==> src/memOpPkg.sv <==
`default_nettype none

package memOpPkg;

  // size codes of StoreType / LoadType
  localparam logic [1:0] STORETYPE_SW = 2'b00;
  localparam logic [1:0] STORETYPE_SH = 2'b01;
  localparam logic [1:0] STORETYPE_SB = 2'b10;

  // LeftOrRight codes, shared by swl/swr and lwl/lwr
  localparam logic [1:0] LR_NONE  = 2'b00;
  localparam logic [1:0] LR_RIGHT = 2'b01;
  localparam logic [1:0] LR_LEFT  = 2'b10;

  typedef struct packed {
    logic       DMWr;         // write request
    logic [1:0] LeftOrRight;  // 10 swl, 01 swr
    logic [1:0] size;
  } StoreType;

  typedef struct packed {
    logic       DMRd;         // read request
    logic [1:0] LeftOrRight;  // 10 lwl, 01 lwr
    logic [1:0] size;
    logic       signExt;      // lh/lb vs lhu/lbu
  } LoadType;

  typedef enum logic [1:0] {
    EXC_NONE = 2'b00,
    EXC_ADEL = 2'b01,  // load address error
    EXC_ADES = 2'b10   // store address error
  } ExcCode;

endpackage

`default_nettype wire

==> src/memBusPkg.sv <==
`default_nettype none

package memBusPkg;

  import memOpPkg::*;

  // request as it travels down the pipe
  typedef struct packed {
    logic [31:0] addr;
    StoreType    storeType;
    LoadType     loadType;
    logic [31:0] storeData;
    logic [31:0] regOld;     // old rt value, for lwl/lwr merge
    ExcCode      exc;
  } MemReq;

  typedef struct packed {
    logic [3:0]  wen;
    logic [31:0] wdata;
    logic [31:0] wordAddr;  // ram keeps only the low bits
  } RamCmd;

  // load context, registered alongside the ram read
  typedef struct packed {
    logic [1:0]  byteOff;
    LoadType     loadType;
    logic [31:0] regOld;
    logic [31:0] addr;
    ExcCode      exc;
  } LoadMeta;

  typedef struct packed {
    logic [31:0] data;
    ExcCode      exc;
    logic [31:0] badVAddr;
  } MemResp;

endpackage

`default_nettype wire

==> src/addrAlignCheck.sv <==
`timescale 1ns/1ps
`default_nettype none

module addrAlignCheck
  import memOpPkg::*;
  import memBusPkg::*;
(
  input  MemReq req,
  output MemReq checked
);

  logic stMisaligned;
  logic ldMisaligned;

  // left/right forms and bytes never fault
  always_comb begin
    stMisaligned = 1'b0;
    if (req.storeType.DMWr && req.storeType.LeftOrRight == LR_NONE) begin
      if (req.storeType.size == STORETYPE_SW)
        stMisaligned = (req.addr[1:0] != 2'b00);
      else if (req.storeType.size == STORETYPE_SH)
        stMisaligned = req.addr[0];
    end
  end

  always_comb begin
    ldMisaligned = 1'b0;
    if (req.loadType.DMRd && req.loadType.LeftOrRight == LR_NONE) begin
      if (req.loadType.size == STORETYPE_SW)
        ldMisaligned = (req.addr[1:0] != 2'b00);
      else if (req.loadType.size == STORETYPE_SH)
        ldMisaligned = req.addr[0];
    end
  end

  always_comb begin
    checked = req;
    if (stMisaligned) begin
      checked.storeType.DMWr = 1'b0;  // cancel the write
      checked.exc            = EXC_ADES;
    end
    if (ldMisaligned) begin
      checked.loadType.DMRd = 1'b0;
      checked.exc           = EXC_ADEL;
    end
  end

endmodule

`default_nettype wire

==> src/byteLaneRam.sv <==
`timescale 1ns/1ps
`default_nettype none

module byteLaneRam
  import memBusPkg::*;
#(
  parameter int ADDR_WIDTH = 6
) (
  input  logic        clk,
  input  RamCmd       cmd,
  output logic [31:0] rdata
);

  logic [31:0]           mem [2**ADDR_WIDTH];
  logic [ADDR_WIDTH-1:0] wordIdx;

  assign wordIdx = cmd.wordAddr[ADDR_WIDTH-1:0];

  always_ff @(posedge clk) begin
    for (int lane = 0; lane < 4; lane++) begin
      if (cmd.wen[lane])
        mem[wordIdx][8*lane +: 8] <= cmd.wdata[8*lane +: 8];
    end
  end

  // read-before-write on a shared address
  always_ff @(posedge clk) begin
    rdata <= mem[wordIdx];
  end

endmodule

`default_nettype wire

==> src/loadLaneMerge.sv <==
`timescale 1ns/1ps
`default_nettype none

module loadLaneMerge
  import memOpPkg::*;
  import memBusPkg::*;
(
  input  LoadMeta     meta,
  input  logic [31:0] rdata,
  output MemResp      resp
);

  logic [31:0] shifted;
  logic [7:0]  byteVal;
  logic [15:0] halfVal;
  logic [31:0] old;

  assign shifted = rdata >> {meta.byteOff, 3'b000};
  assign byteVal = shifted[7:0];
  assign halfVal = shifted[15:0];
  assign old     = meta.regOld;

  always_comb begin
    resp.data     = old;  // stores and faults return regOld
    resp.exc      = meta.exc;
    resp.badVAddr = '0;
    if (meta.exc != EXC_NONE) begin
      resp.badVAddr = meta.addr;
    end else if (meta.loadType.DMRd) begin
      if (meta.loadType.LeftOrRight == LR_LEFT) begin  // lwl
        case (meta.byteOff)
          2'b00:   resp.data = {rdata[7:0], old[23:0]};
          2'b01:   resp.data = {rdata[15:0], old[15:0]};
          2'b10:   resp.data = {rdata[23:0], old[7:0]};
          default: resp.data = rdata;
        endcase
      end else if (meta.loadType.LeftOrRight == LR_RIGHT) begin  // lwr
        case (meta.byteOff)
          2'b00:   resp.data = rdata;
          2'b01:   resp.data = {old[31:24], rdata[31:8]};
          2'b10:   resp.data = {old[31:16], rdata[31:16]};
          default: resp.data = {old[31:8], rdata[31:24]};
        endcase
      end else begin
        case (meta.loadType.size)
          STORETYPE_SW: begin
            resp.data = rdata;
          end
          STORETYPE_SH: begin
            if (meta.loadType.signExt)
              resp.data = {{16{halfVal[15]}}, halfVal};
            else
              resp.data = {16'b0, halfVal};
          end
          STORETYPE_SB: begin
            if (meta.loadType.signExt)
              resp.data = {{24{byteVal[7]}}, byteVal};
            else
              resp.data = {24'b0, byteVal};
          end
          default: begin
            resp.data = old;
          end
        endcase
      end
    end
  end

endmodule

`default_nettype wire

==> src/lsuTop.sv <==
`timescale 1ns/1ps
`default_nettype none

module lsuTop
  import memBusPkg::*;
#(
  parameter int ADDR_WIDTH = 6
) (
  input  logic   clk,
  input  logic   rst,
  input  logic   reqValid,
  input  MemReq  req,
  output logic   respValid,
  output MemResp resp
);

  MemReq       checkedReq;
  logic        stageAValid;
  MemReq       stageAReq;
  RamCmd       ramCmd;
  logic [31:0] ramRdata;
  LoadMeta     metaIn;
  LoadMeta     stageBMeta;

  addrAlignCheck u_alignCheck (
    .req     (req),
    .checked (checkedReq)
  );

  memStageReg #(.T(MemReq)) u_stageA (
    .clk      (clk),
    .rst      (rst),
    .inValid  (reqValid),
    .inData   (checkedReq),
    .outValid (stageAValid),
    .outData  (stageAReq)
  );

  storeLaneGen u_storeLaneGen (
    .req    (stageAReq),
    .ramCmd (ramCmd)
  );

  // gate by stage A valid, payload regs hold stale requests
  RamCmd ramCmdGated;
  always_comb begin
    ramCmdGated     = ramCmd;
    ramCmdGated.wen = stageAValid ? ramCmd.wen : 4'b0000;
  end

  byteLaneRam #(.ADDR_WIDTH(ADDR_WIDTH)) u_ram (
    .clk   (clk),
    .cmd   (ramCmdGated),
    .rdata (ramRdata)
  );

  assign metaIn.byteOff  = stageAReq.addr[1:0];
  assign metaIn.loadType = stageAReq.loadType;
  assign metaIn.regOld   = stageAReq.regOld;
  assign metaIn.addr     = stageAReq.addr;
  assign metaIn.exc      = stageAReq.exc;

  memStageReg #(.T(LoadMeta)) u_stageB (
    .clk      (clk),
    .rst      (rst),
    .inValid  (stageAValid),
    .inData   (metaIn),
    .outValid (respValid),
    .outData  (stageBMeta)
  );

  loadLaneMerge u_loadLaneMerge (
    .meta  (stageBMeta),
    .rdata (ramRdata),
    .resp  (resp)
  );

endmodule

`default_nettype wire

==> src/memStageReg.sv <==
`timescale 1ns/1ps
`default_nettype none

module memStageReg #(
  parameter type T = logic [31:0]
) (
  input  logic clk,
  input  logic rst,
  input  logic inValid,
  input  T     inData,
  output logic outValid,
  output T     outData
);

  always_ff @(posedge clk) begin
    if (rst)
      outValid <= 1'b0;
    else
      outValid <= inValid;
  end

  always_ff @(posedge clk) begin
    if (inValid)
      outData <= inData;  // payload held otherwise
  end

endmodule

`default_nettype wire

==> src/storeLaneGen.sv <==
`timescale 1ns/1ps
`default_nettype none

module storeLaneGen
  import memOpPkg::*;
  import memBusPkg::*;
(
  input  MemReq req,
  output RamCmd ramCmd
);

  logic [1:0]  byteOff;
  logic [31:0] rt;

  assign byteOff         = req.addr[1:0];
  assign rt              = req.storeData;
  assign ramCmd.wordAddr = {2'b00, req.addr[31:2]};

  always_comb begin
    ramCmd.wen   = 4'b0000;
    ramCmd.wdata = '0;
    if (req.storeType.DMWr) begin
      if (req.storeType.LeftOrRight == LR_LEFT) begin  // swl
        case (byteOff)
          2'b00: begin
            ramCmd.wen   = 4'b0001;
            ramCmd.wdata = {24'b0, rt[31:24]};
          end
          2'b01: begin
            ramCmd.wen   = 4'b0011;
            ramCmd.wdata = {16'b0, rt[31:16]};
          end
          2'b10: begin
            ramCmd.wen   = 4'b0111;
            ramCmd.wdata = {8'b0, rt[31:8]};
          end
          default: begin
            ramCmd.wen   = 4'b1111;
            ramCmd.wdata = rt;
          end
        endcase
      end else if (req.storeType.LeftOrRight == LR_RIGHT) begin  // swr
        case (byteOff)
          2'b00: begin
            ramCmd.wen   = 4'b1111;
            ramCmd.wdata = rt;
          end
          2'b01: begin
            ramCmd.wen   = 4'b1110;
            ramCmd.wdata = {rt[23:0], 8'b0};
          end
          2'b10: begin
            ramCmd.wen   = 4'b1100;
            ramCmd.wdata = {rt[15:0], 16'b0};
          end
          default: begin
            ramCmd.wen   = 4'b1000;
            ramCmd.wdata = {rt[7:0], 24'b0};
          end
        endcase
      end else begin
        case (req.storeType.size)
          STORETYPE_SW: begin
            ramCmd.wen   = 4'b1111;
            ramCmd.wdata = rt;
          end
          STORETYPE_SH: begin
            ramCmd.wen   = byteOff[1] ? 4'b1100 : 4'b0011;
            ramCmd.wdata = {rt[15:0], rt[15:0]};  // both halves, wen picks
          end
          STORETYPE_SB: begin
            ramCmd.wen   = 4'b0001 << byteOff;
            ramCmd.wdata = {4{rt[7:0]}};
          end
          default: begin
            ramCmd.wen   = 4'b0000;
          end
        endcase
      end
    end
  end

endmodule

`default_nettype wire
==> config.mk <==
export PLATFORM = sky130hd
export DESIGN_NAME = lsuTop
export DESIGN_NICKNAME = d
export VERILOG_FILES = /design/src/memOpPkg.sv /design/src/memBusPkg.sv /design/src/addrAlignCheck.sv /design/src/byteLaneRam.sv /design/src/loadLaneMerge.sv /design/src/lsuTop.sv /design/src/memStageReg.sv /design/src/storeLaneGen.sv
export SDC_FILE = /design/constraint.sdc
export NUM_CORES = 2
export LEC_CHECK = 0
export ABC_CLOCK_PERIOD_IN_PS = 8100
export CORE_AREA = 2 2 478 480
export DETAILED_ROUTE_END_ITERATION = 6
export DIE_AREA = 0 0 480 482
export DONT_BUFFER_PORTS = 1
export GPL_ROUTABILITY_DRIVEN = 0
export REMOVE_ABC_BUFFERS = 1
export SYNTH_ARGS = -nofsm -noshare
export SYNTH_HDL_FRONTEND = slang
export SYNTH_SLANG_ARGS = --single-unit
==> constraint.sdc <==
create_clock -name clk -period 8.1 [get_ports clk]
set_clock_uncertainty 0.15 [all_clocks]
set_input_delay 2.43 -clock clk [delete_from_list [all_inputs] [get_ports clk]]
set_output_delay 2.43 -clock clk [all_outputs]
set_load 0.005 [all_outputs]
**After elaboration in Yosys (flattened, before gate mapping)**

Memory sizes are Yosys's and may differ from the RTL's. A register that Yosys moved wholly into a read port is not among the register bits.
Index checks and enable logic that the tools add are counted.

- Memories kept: 1
- Bits in registers: 185
- Bits of input ports: 112
- Memory bits (writable): 2048

Memory list:

| name | depth | width | rd ports | clocked after memory_dff | write ports | RTL line | source |
|---|---|---|---|---|---|---|---|
| u_ram.mem | 64 | 32 | 1 | 1 | 1 | byteLaneRam.sv:14 | `logic [31:0] mem [2**ADDR_WIDTH];` |

- Shift operators: 2
- Equality and inequality tests: 14
- Multiplexer cells: 34
- Reductions and logical operators: 12

Operators by type and width:

| operator | count |
|---|---|
| 32-bit one-hot mux with 3 select lines | 4 |
| 32-bit 2-to-1 mux | 7 |
| 36-bit 2-to-1 mux | 3 |
| 36-bit one-hot mux with 3 select lines | 1 |
| 35-bit one-hot mux with 3 select lines | 1 |
| 32-bit by 5-bit >> shifter with 16-bit output | 1 |
| 2-bit by 1-bit equality test with 1-bit output (second input constant) | 8 |
| 2-bit zero test | 8 |
| 1-bit 2-to-1 mux | 14 |
| 2-bit equality test (second input constant) | 6 |
| 4-bit one-hot mux with 3 select lines | 1 |
| 4-bit 2-to-1 mux | 2 |
| 2-bit nonzero test | 2 |
| 1-bit by 2-bit << shifter with 4-bit output (first input constant) | 1 |
| 1-bit logical AND | 2 |
| 2-bit 2-to-1 mux | 1 |

**Depth between registers and ports, before layout**

- Depth in word-level cells: 8
- Depth in mapped cells: 12
- Depth with buffers taken out: 6

**Cells and area by module**

Synthesis repeated with hierarchy kept, for this count alone.

- Cells, all modules: 5448
- Area, all modules: 90152.7 um^2

By module, submodules not included:

| module | area each (um^2) | times used | seq. area each (um^2) | cells an instance |
|---|---|---|---|---|
| byteLaneRam | 78999.5 | 1 | 62139.6 | 4481 |
| memStageReg at u_stageA | 3306.9 | 1 | 3293.2 | 111 |
| loadLaneMerge | 2666.3 | 1 | 0.0 | 375 |
| memStageReg at u_stageB | 2255.9 | 1 | 2242.2 | 76 |
| storeLaneGen | 2025.7 | 1 | 0.0 | 285 |
| addrAlignCheck | 873.3 | 1 | 0.0 | 116 |
| lsuTop | 25.0 | 1 | 0.0 | 4 |

**Worst setup path after synthesis**

No wires, ideal clock.

- Kind: register to register
- Start: register u_stageA.outData[78] (netlist bit)
- End: memory u_ram.mem[0][11] (data pin)
- Slack: 3.121 ns
- Setup time: 0.721 ns
- Arrival time: 4.107 ns
- Buffers on the path: 4
- Stages on the path, launching flop included: 8
- Clock period less this slack: 4.979 ns
- Cells stage by stage: edfxtp_1 -> buf_2 -> buf_1 -> buf_2 -> clkbuf_1 -> o21ai_0 -> nand3_1 -> a211oi_1

RTL lines:

| item | RTL line | source |
|---|---|---|
| from (decl) | memStageReg.sv:12 | `output T outData` |
| from (signal assigned) | memStageReg.sv:24 | `outData <= inData;` |
| to (decl) | byteLaneRam.sv:14 |  |

==> results by group <==
Routing
  • Via count: between 50k and 60k
  • Final wirelength: about 300000 um
  • DRT iter0 DRCs: 9316
  • Drt wl/cell: 35.6 um
  • Highest Signal Layer: met5
  • Detailed Routing Iterations Pass 1: 6
  • Wire length on met3: 35900 um
  • WL met1: roughly 110000 um
  • Post-route antenna net violation count: 0
  • DRC Markers: 0
  • Met2 Routed Length: 135000 um
  • Via density: roughly 6.4

Place
  • Port-buffer cells: 0
  • Worst slack, placed: roughly 2.7 ns
  • Placed cells: 7994
  • Placed cell area: slightly above 90000 sq um
  • Post-DP HPWL: approximately 180000 um

Timing
  • Setup TNS: 0 ns
  • Unrepaired setup endpoints after global routing: no
  • Max frequency: roughly 160 MHz
  • Worst-margin pin slew: 1.42 ns
  • Final hold violation count: 0
  • Slack of the critical path: about 1.7 ns
  • Fin Hold WS: between 0.2 and 0.3 ns
  • Final Slew Violations: 0
  • Crit share post-route: 0.794
  • # setup viols final: 0
  • Normalized max-slew margin: 0.0531
  • Min Tclk post-route: 6.43 ns

Power and ir drop
  • Pwr/cell area: roughly 260 nW/um^2
  • Tot Pwr: between 20 and 30 mW
  • Peak VDD IR: 0.000236 V
  • P_leak: approximately 28 nW

Clock network
  • Clock insertion delay at the later pin of the skew report: 0.88 ns
  • Hold-fix buffers, CTS: 0
  • Clk sinks: roughly 2.3k
  • Setup bufs post-CTS: 0
  • TritonCTS clock tree: built
  • Clk pin slew, worst setup/hold paths: ~0.060 ns
  • H-Tree Depth: 4
  • Num CTS Buffers: about 220
  • CTS root buffer: clkbuf_16
  • Resized Gates After CTS: 0
  • Clock tree buffer depth: 3

Synth
  • Mean area per synthesized cell: roughly 17 sq um
  • Sequential area share after synthesis: 0.751
  • Synth Flop Type: edfxtp_1
  • Synth warn: 0
  • Post-synth EDFFs: 2229
  • Cell Area, Synth: about 90000 sq um
  • Post-synth cell types: 74
  • Post-Synthesis Cells: ~5.2k
  • Async set-reset flop share out of synthesis: 0
  • #FFs+latches synth: about 2.3k

Worst setup path
  • CP Data Required Time: between 5 and 6 ns
  • Crit path capture type: output pin
  • Critical path class: flop to output pin
  • Crit path DAT: around 3.9 ns
  • CP Launch Type: flop
  • Worst R2R Path Depth: 6
  • CP Max Fanout: 46

Floorplanning
  • Die Wd: 480 um
  • Die Area: 231000 sq um
  • Core Area: ~230000 sq um
  • Row cnt: 175
  • Die height: ~480 um
  • Initial core utilization: 0.398
  • Num ports: ~180

Cells and area
  • Fin util: 0.445
  • Multi-input logic area: about 21000 sq um
  • # nets final: 5321
  • Non-filler cells, final: 8433
  • Fillers: around 20k
  • Final Cell Area: a little over 100000 sq um
  • Syn-to-layout area delta: 12.0%
  • Reg area: about 68000 sq um
  • Fraction of layout instances using a drive strength above 1: 0.164

Worst hold path
  • Worst Hold Depth: 0
  • Worst Hold Class: flop to flop

Run status
  • Run status: complete, no violations

Global routing
  • Largest net degree at the start of global routing: approximately 110
  • GRT overflow: 0
  • Initial antenna violation count: 41
  • First-pass GRT wire length: between 400000 and 500000 um
  • Vias in the first global route: between 50k and 60k
  • GRT Total Usage: 0.253

Flow run
  • Max Cap Viol: 0
## flip-flops by register name, indices dropped and copies added (netlist names)
register / flops
u_stageA.outValid: 1
u_stageB.outData: 72
u_ram.rdata: 32
u_stageA.outData: 109
u_ram.mem: 2048
u_stageB.outValid: 1
## critical path: stages (launching register included)
cell,delay [ns]
edfxtp_1,0.32
buf_4,0.51
mux2i_1,0.19
mux2i_1,0.52
nand2_1,0.18
a311oi_1,0.85
o211ai_1,0.22
o211ai_1,0.19
## cells in the mapped netlist, types with 6 or more instances
library cell  number  area, sq um
o221ai_1           6         52.6
o21a_1             8         60.1
a211oi_1          30          225
a22o_1            47          412
a21oi_1          143          716
nand2_1          200          751
o22a_1            14          123
o2bb2ai_1         11         96.3
and2_1             9         56.3
a221o_1           46          460
o21ai_1           10         50.1
nand3b_1           8         60.1
nor2_1           430         1610
and3_1             9         56.3
o211ai_1          24          180
a31oi_1           19          119
edfxtp_1        2229        66900
nand2b_1          17          106
mux2_2           139         1570
a211o_1            9         78.8
mux4_2           187         4210
a221oi_1         231         2020
buf_6             29          327
a32oi_1            9         78.8
mux2_4             6         90.1
or4_1              8         60.1
a222oi_1          27          270
clkbuf_1         150          563
a22oi_1          154         1160
buf_2            116          581
nor2b_1           73          457
nand3_1           32          160
or3_1              9         56.3
o22ai_1          117          732
dfxtp_1           34          681
nand4_1           18          113
mux2i_1          271         2710
nor3_1            19         95.1
o21ai_0          164          821
buf_4             43          323
buf_1             35          131
## metal layers
layer,global-route usage,vias to the layer above
met5,0,-
met4,0.131,24
met3,0.0699,746
met2,0.379,3729
met1,0.338,27800
li1,-,21279
## power by group
part / switching (mW) / total [mW] / internal, mW
logic: 1.76 / 2.40 / 0.644
clock network: 4.52 / 10.5 / 5.99
registers: 0.198 / 13.4 / 13.2
## final cells by class
class                      count  share of cell area
clock buffer                 289              0.0597
clock inverter               127              0.0137
sequential                  2263               0.671
antenna                       23            0.000571
tap                         3009              0.0373
inverter                       7            0.000347
multi-input combinational   2571               0.206
timing repair buffer         144              0.0115
## kinds of logic after synthesis
family / Yosys count / share of synthesized area
buffers and inverters: 382 / 0.0220
muxes: 606 / 0.0957
and+or+nand+nor: 858 / 0.0422
AOI/OAI and AO/OA: 1107 / 0.0891
DFF: 2263 / 0.751
## layout by cell type, fill, tap and decap left out, types with 143 or more instances in the layout
cell type     n
a21oi_1     143
a221oi_1    231
a22oi_1     154
clkbuf_16   224
edfxtp_1   2229
mux2i_1     271
mux4_2      187
nand2_1     200
nor2_1      423
o21ai_0     164
## final timing paths
| kind | slack [ns] | startpoint | end |
|---|---|---|---|
| setup / recovery | 1.67 | u_stageB.outData[72]$_DFFE_PP_ | resp[47] |
| hold / removal | 0.27 | u_stageA.outData[3]$_DFFE_PP_ | u_stageB.outData[35]$_DFFE_PP_ |
| setup reg to reg | 3.37 | u_stageA.outData[79]$_DFFE_PP_ | u_ram.mem[9][19]$_DFFE_PP_ |
| hold reg to reg | 0.27 | u_stageA.outData[3]$_DFFE_PP_ | u_stageB.outData[35]$_DFFE_PP_ |
Note: power is estimated with default switching activity, not from simulation.
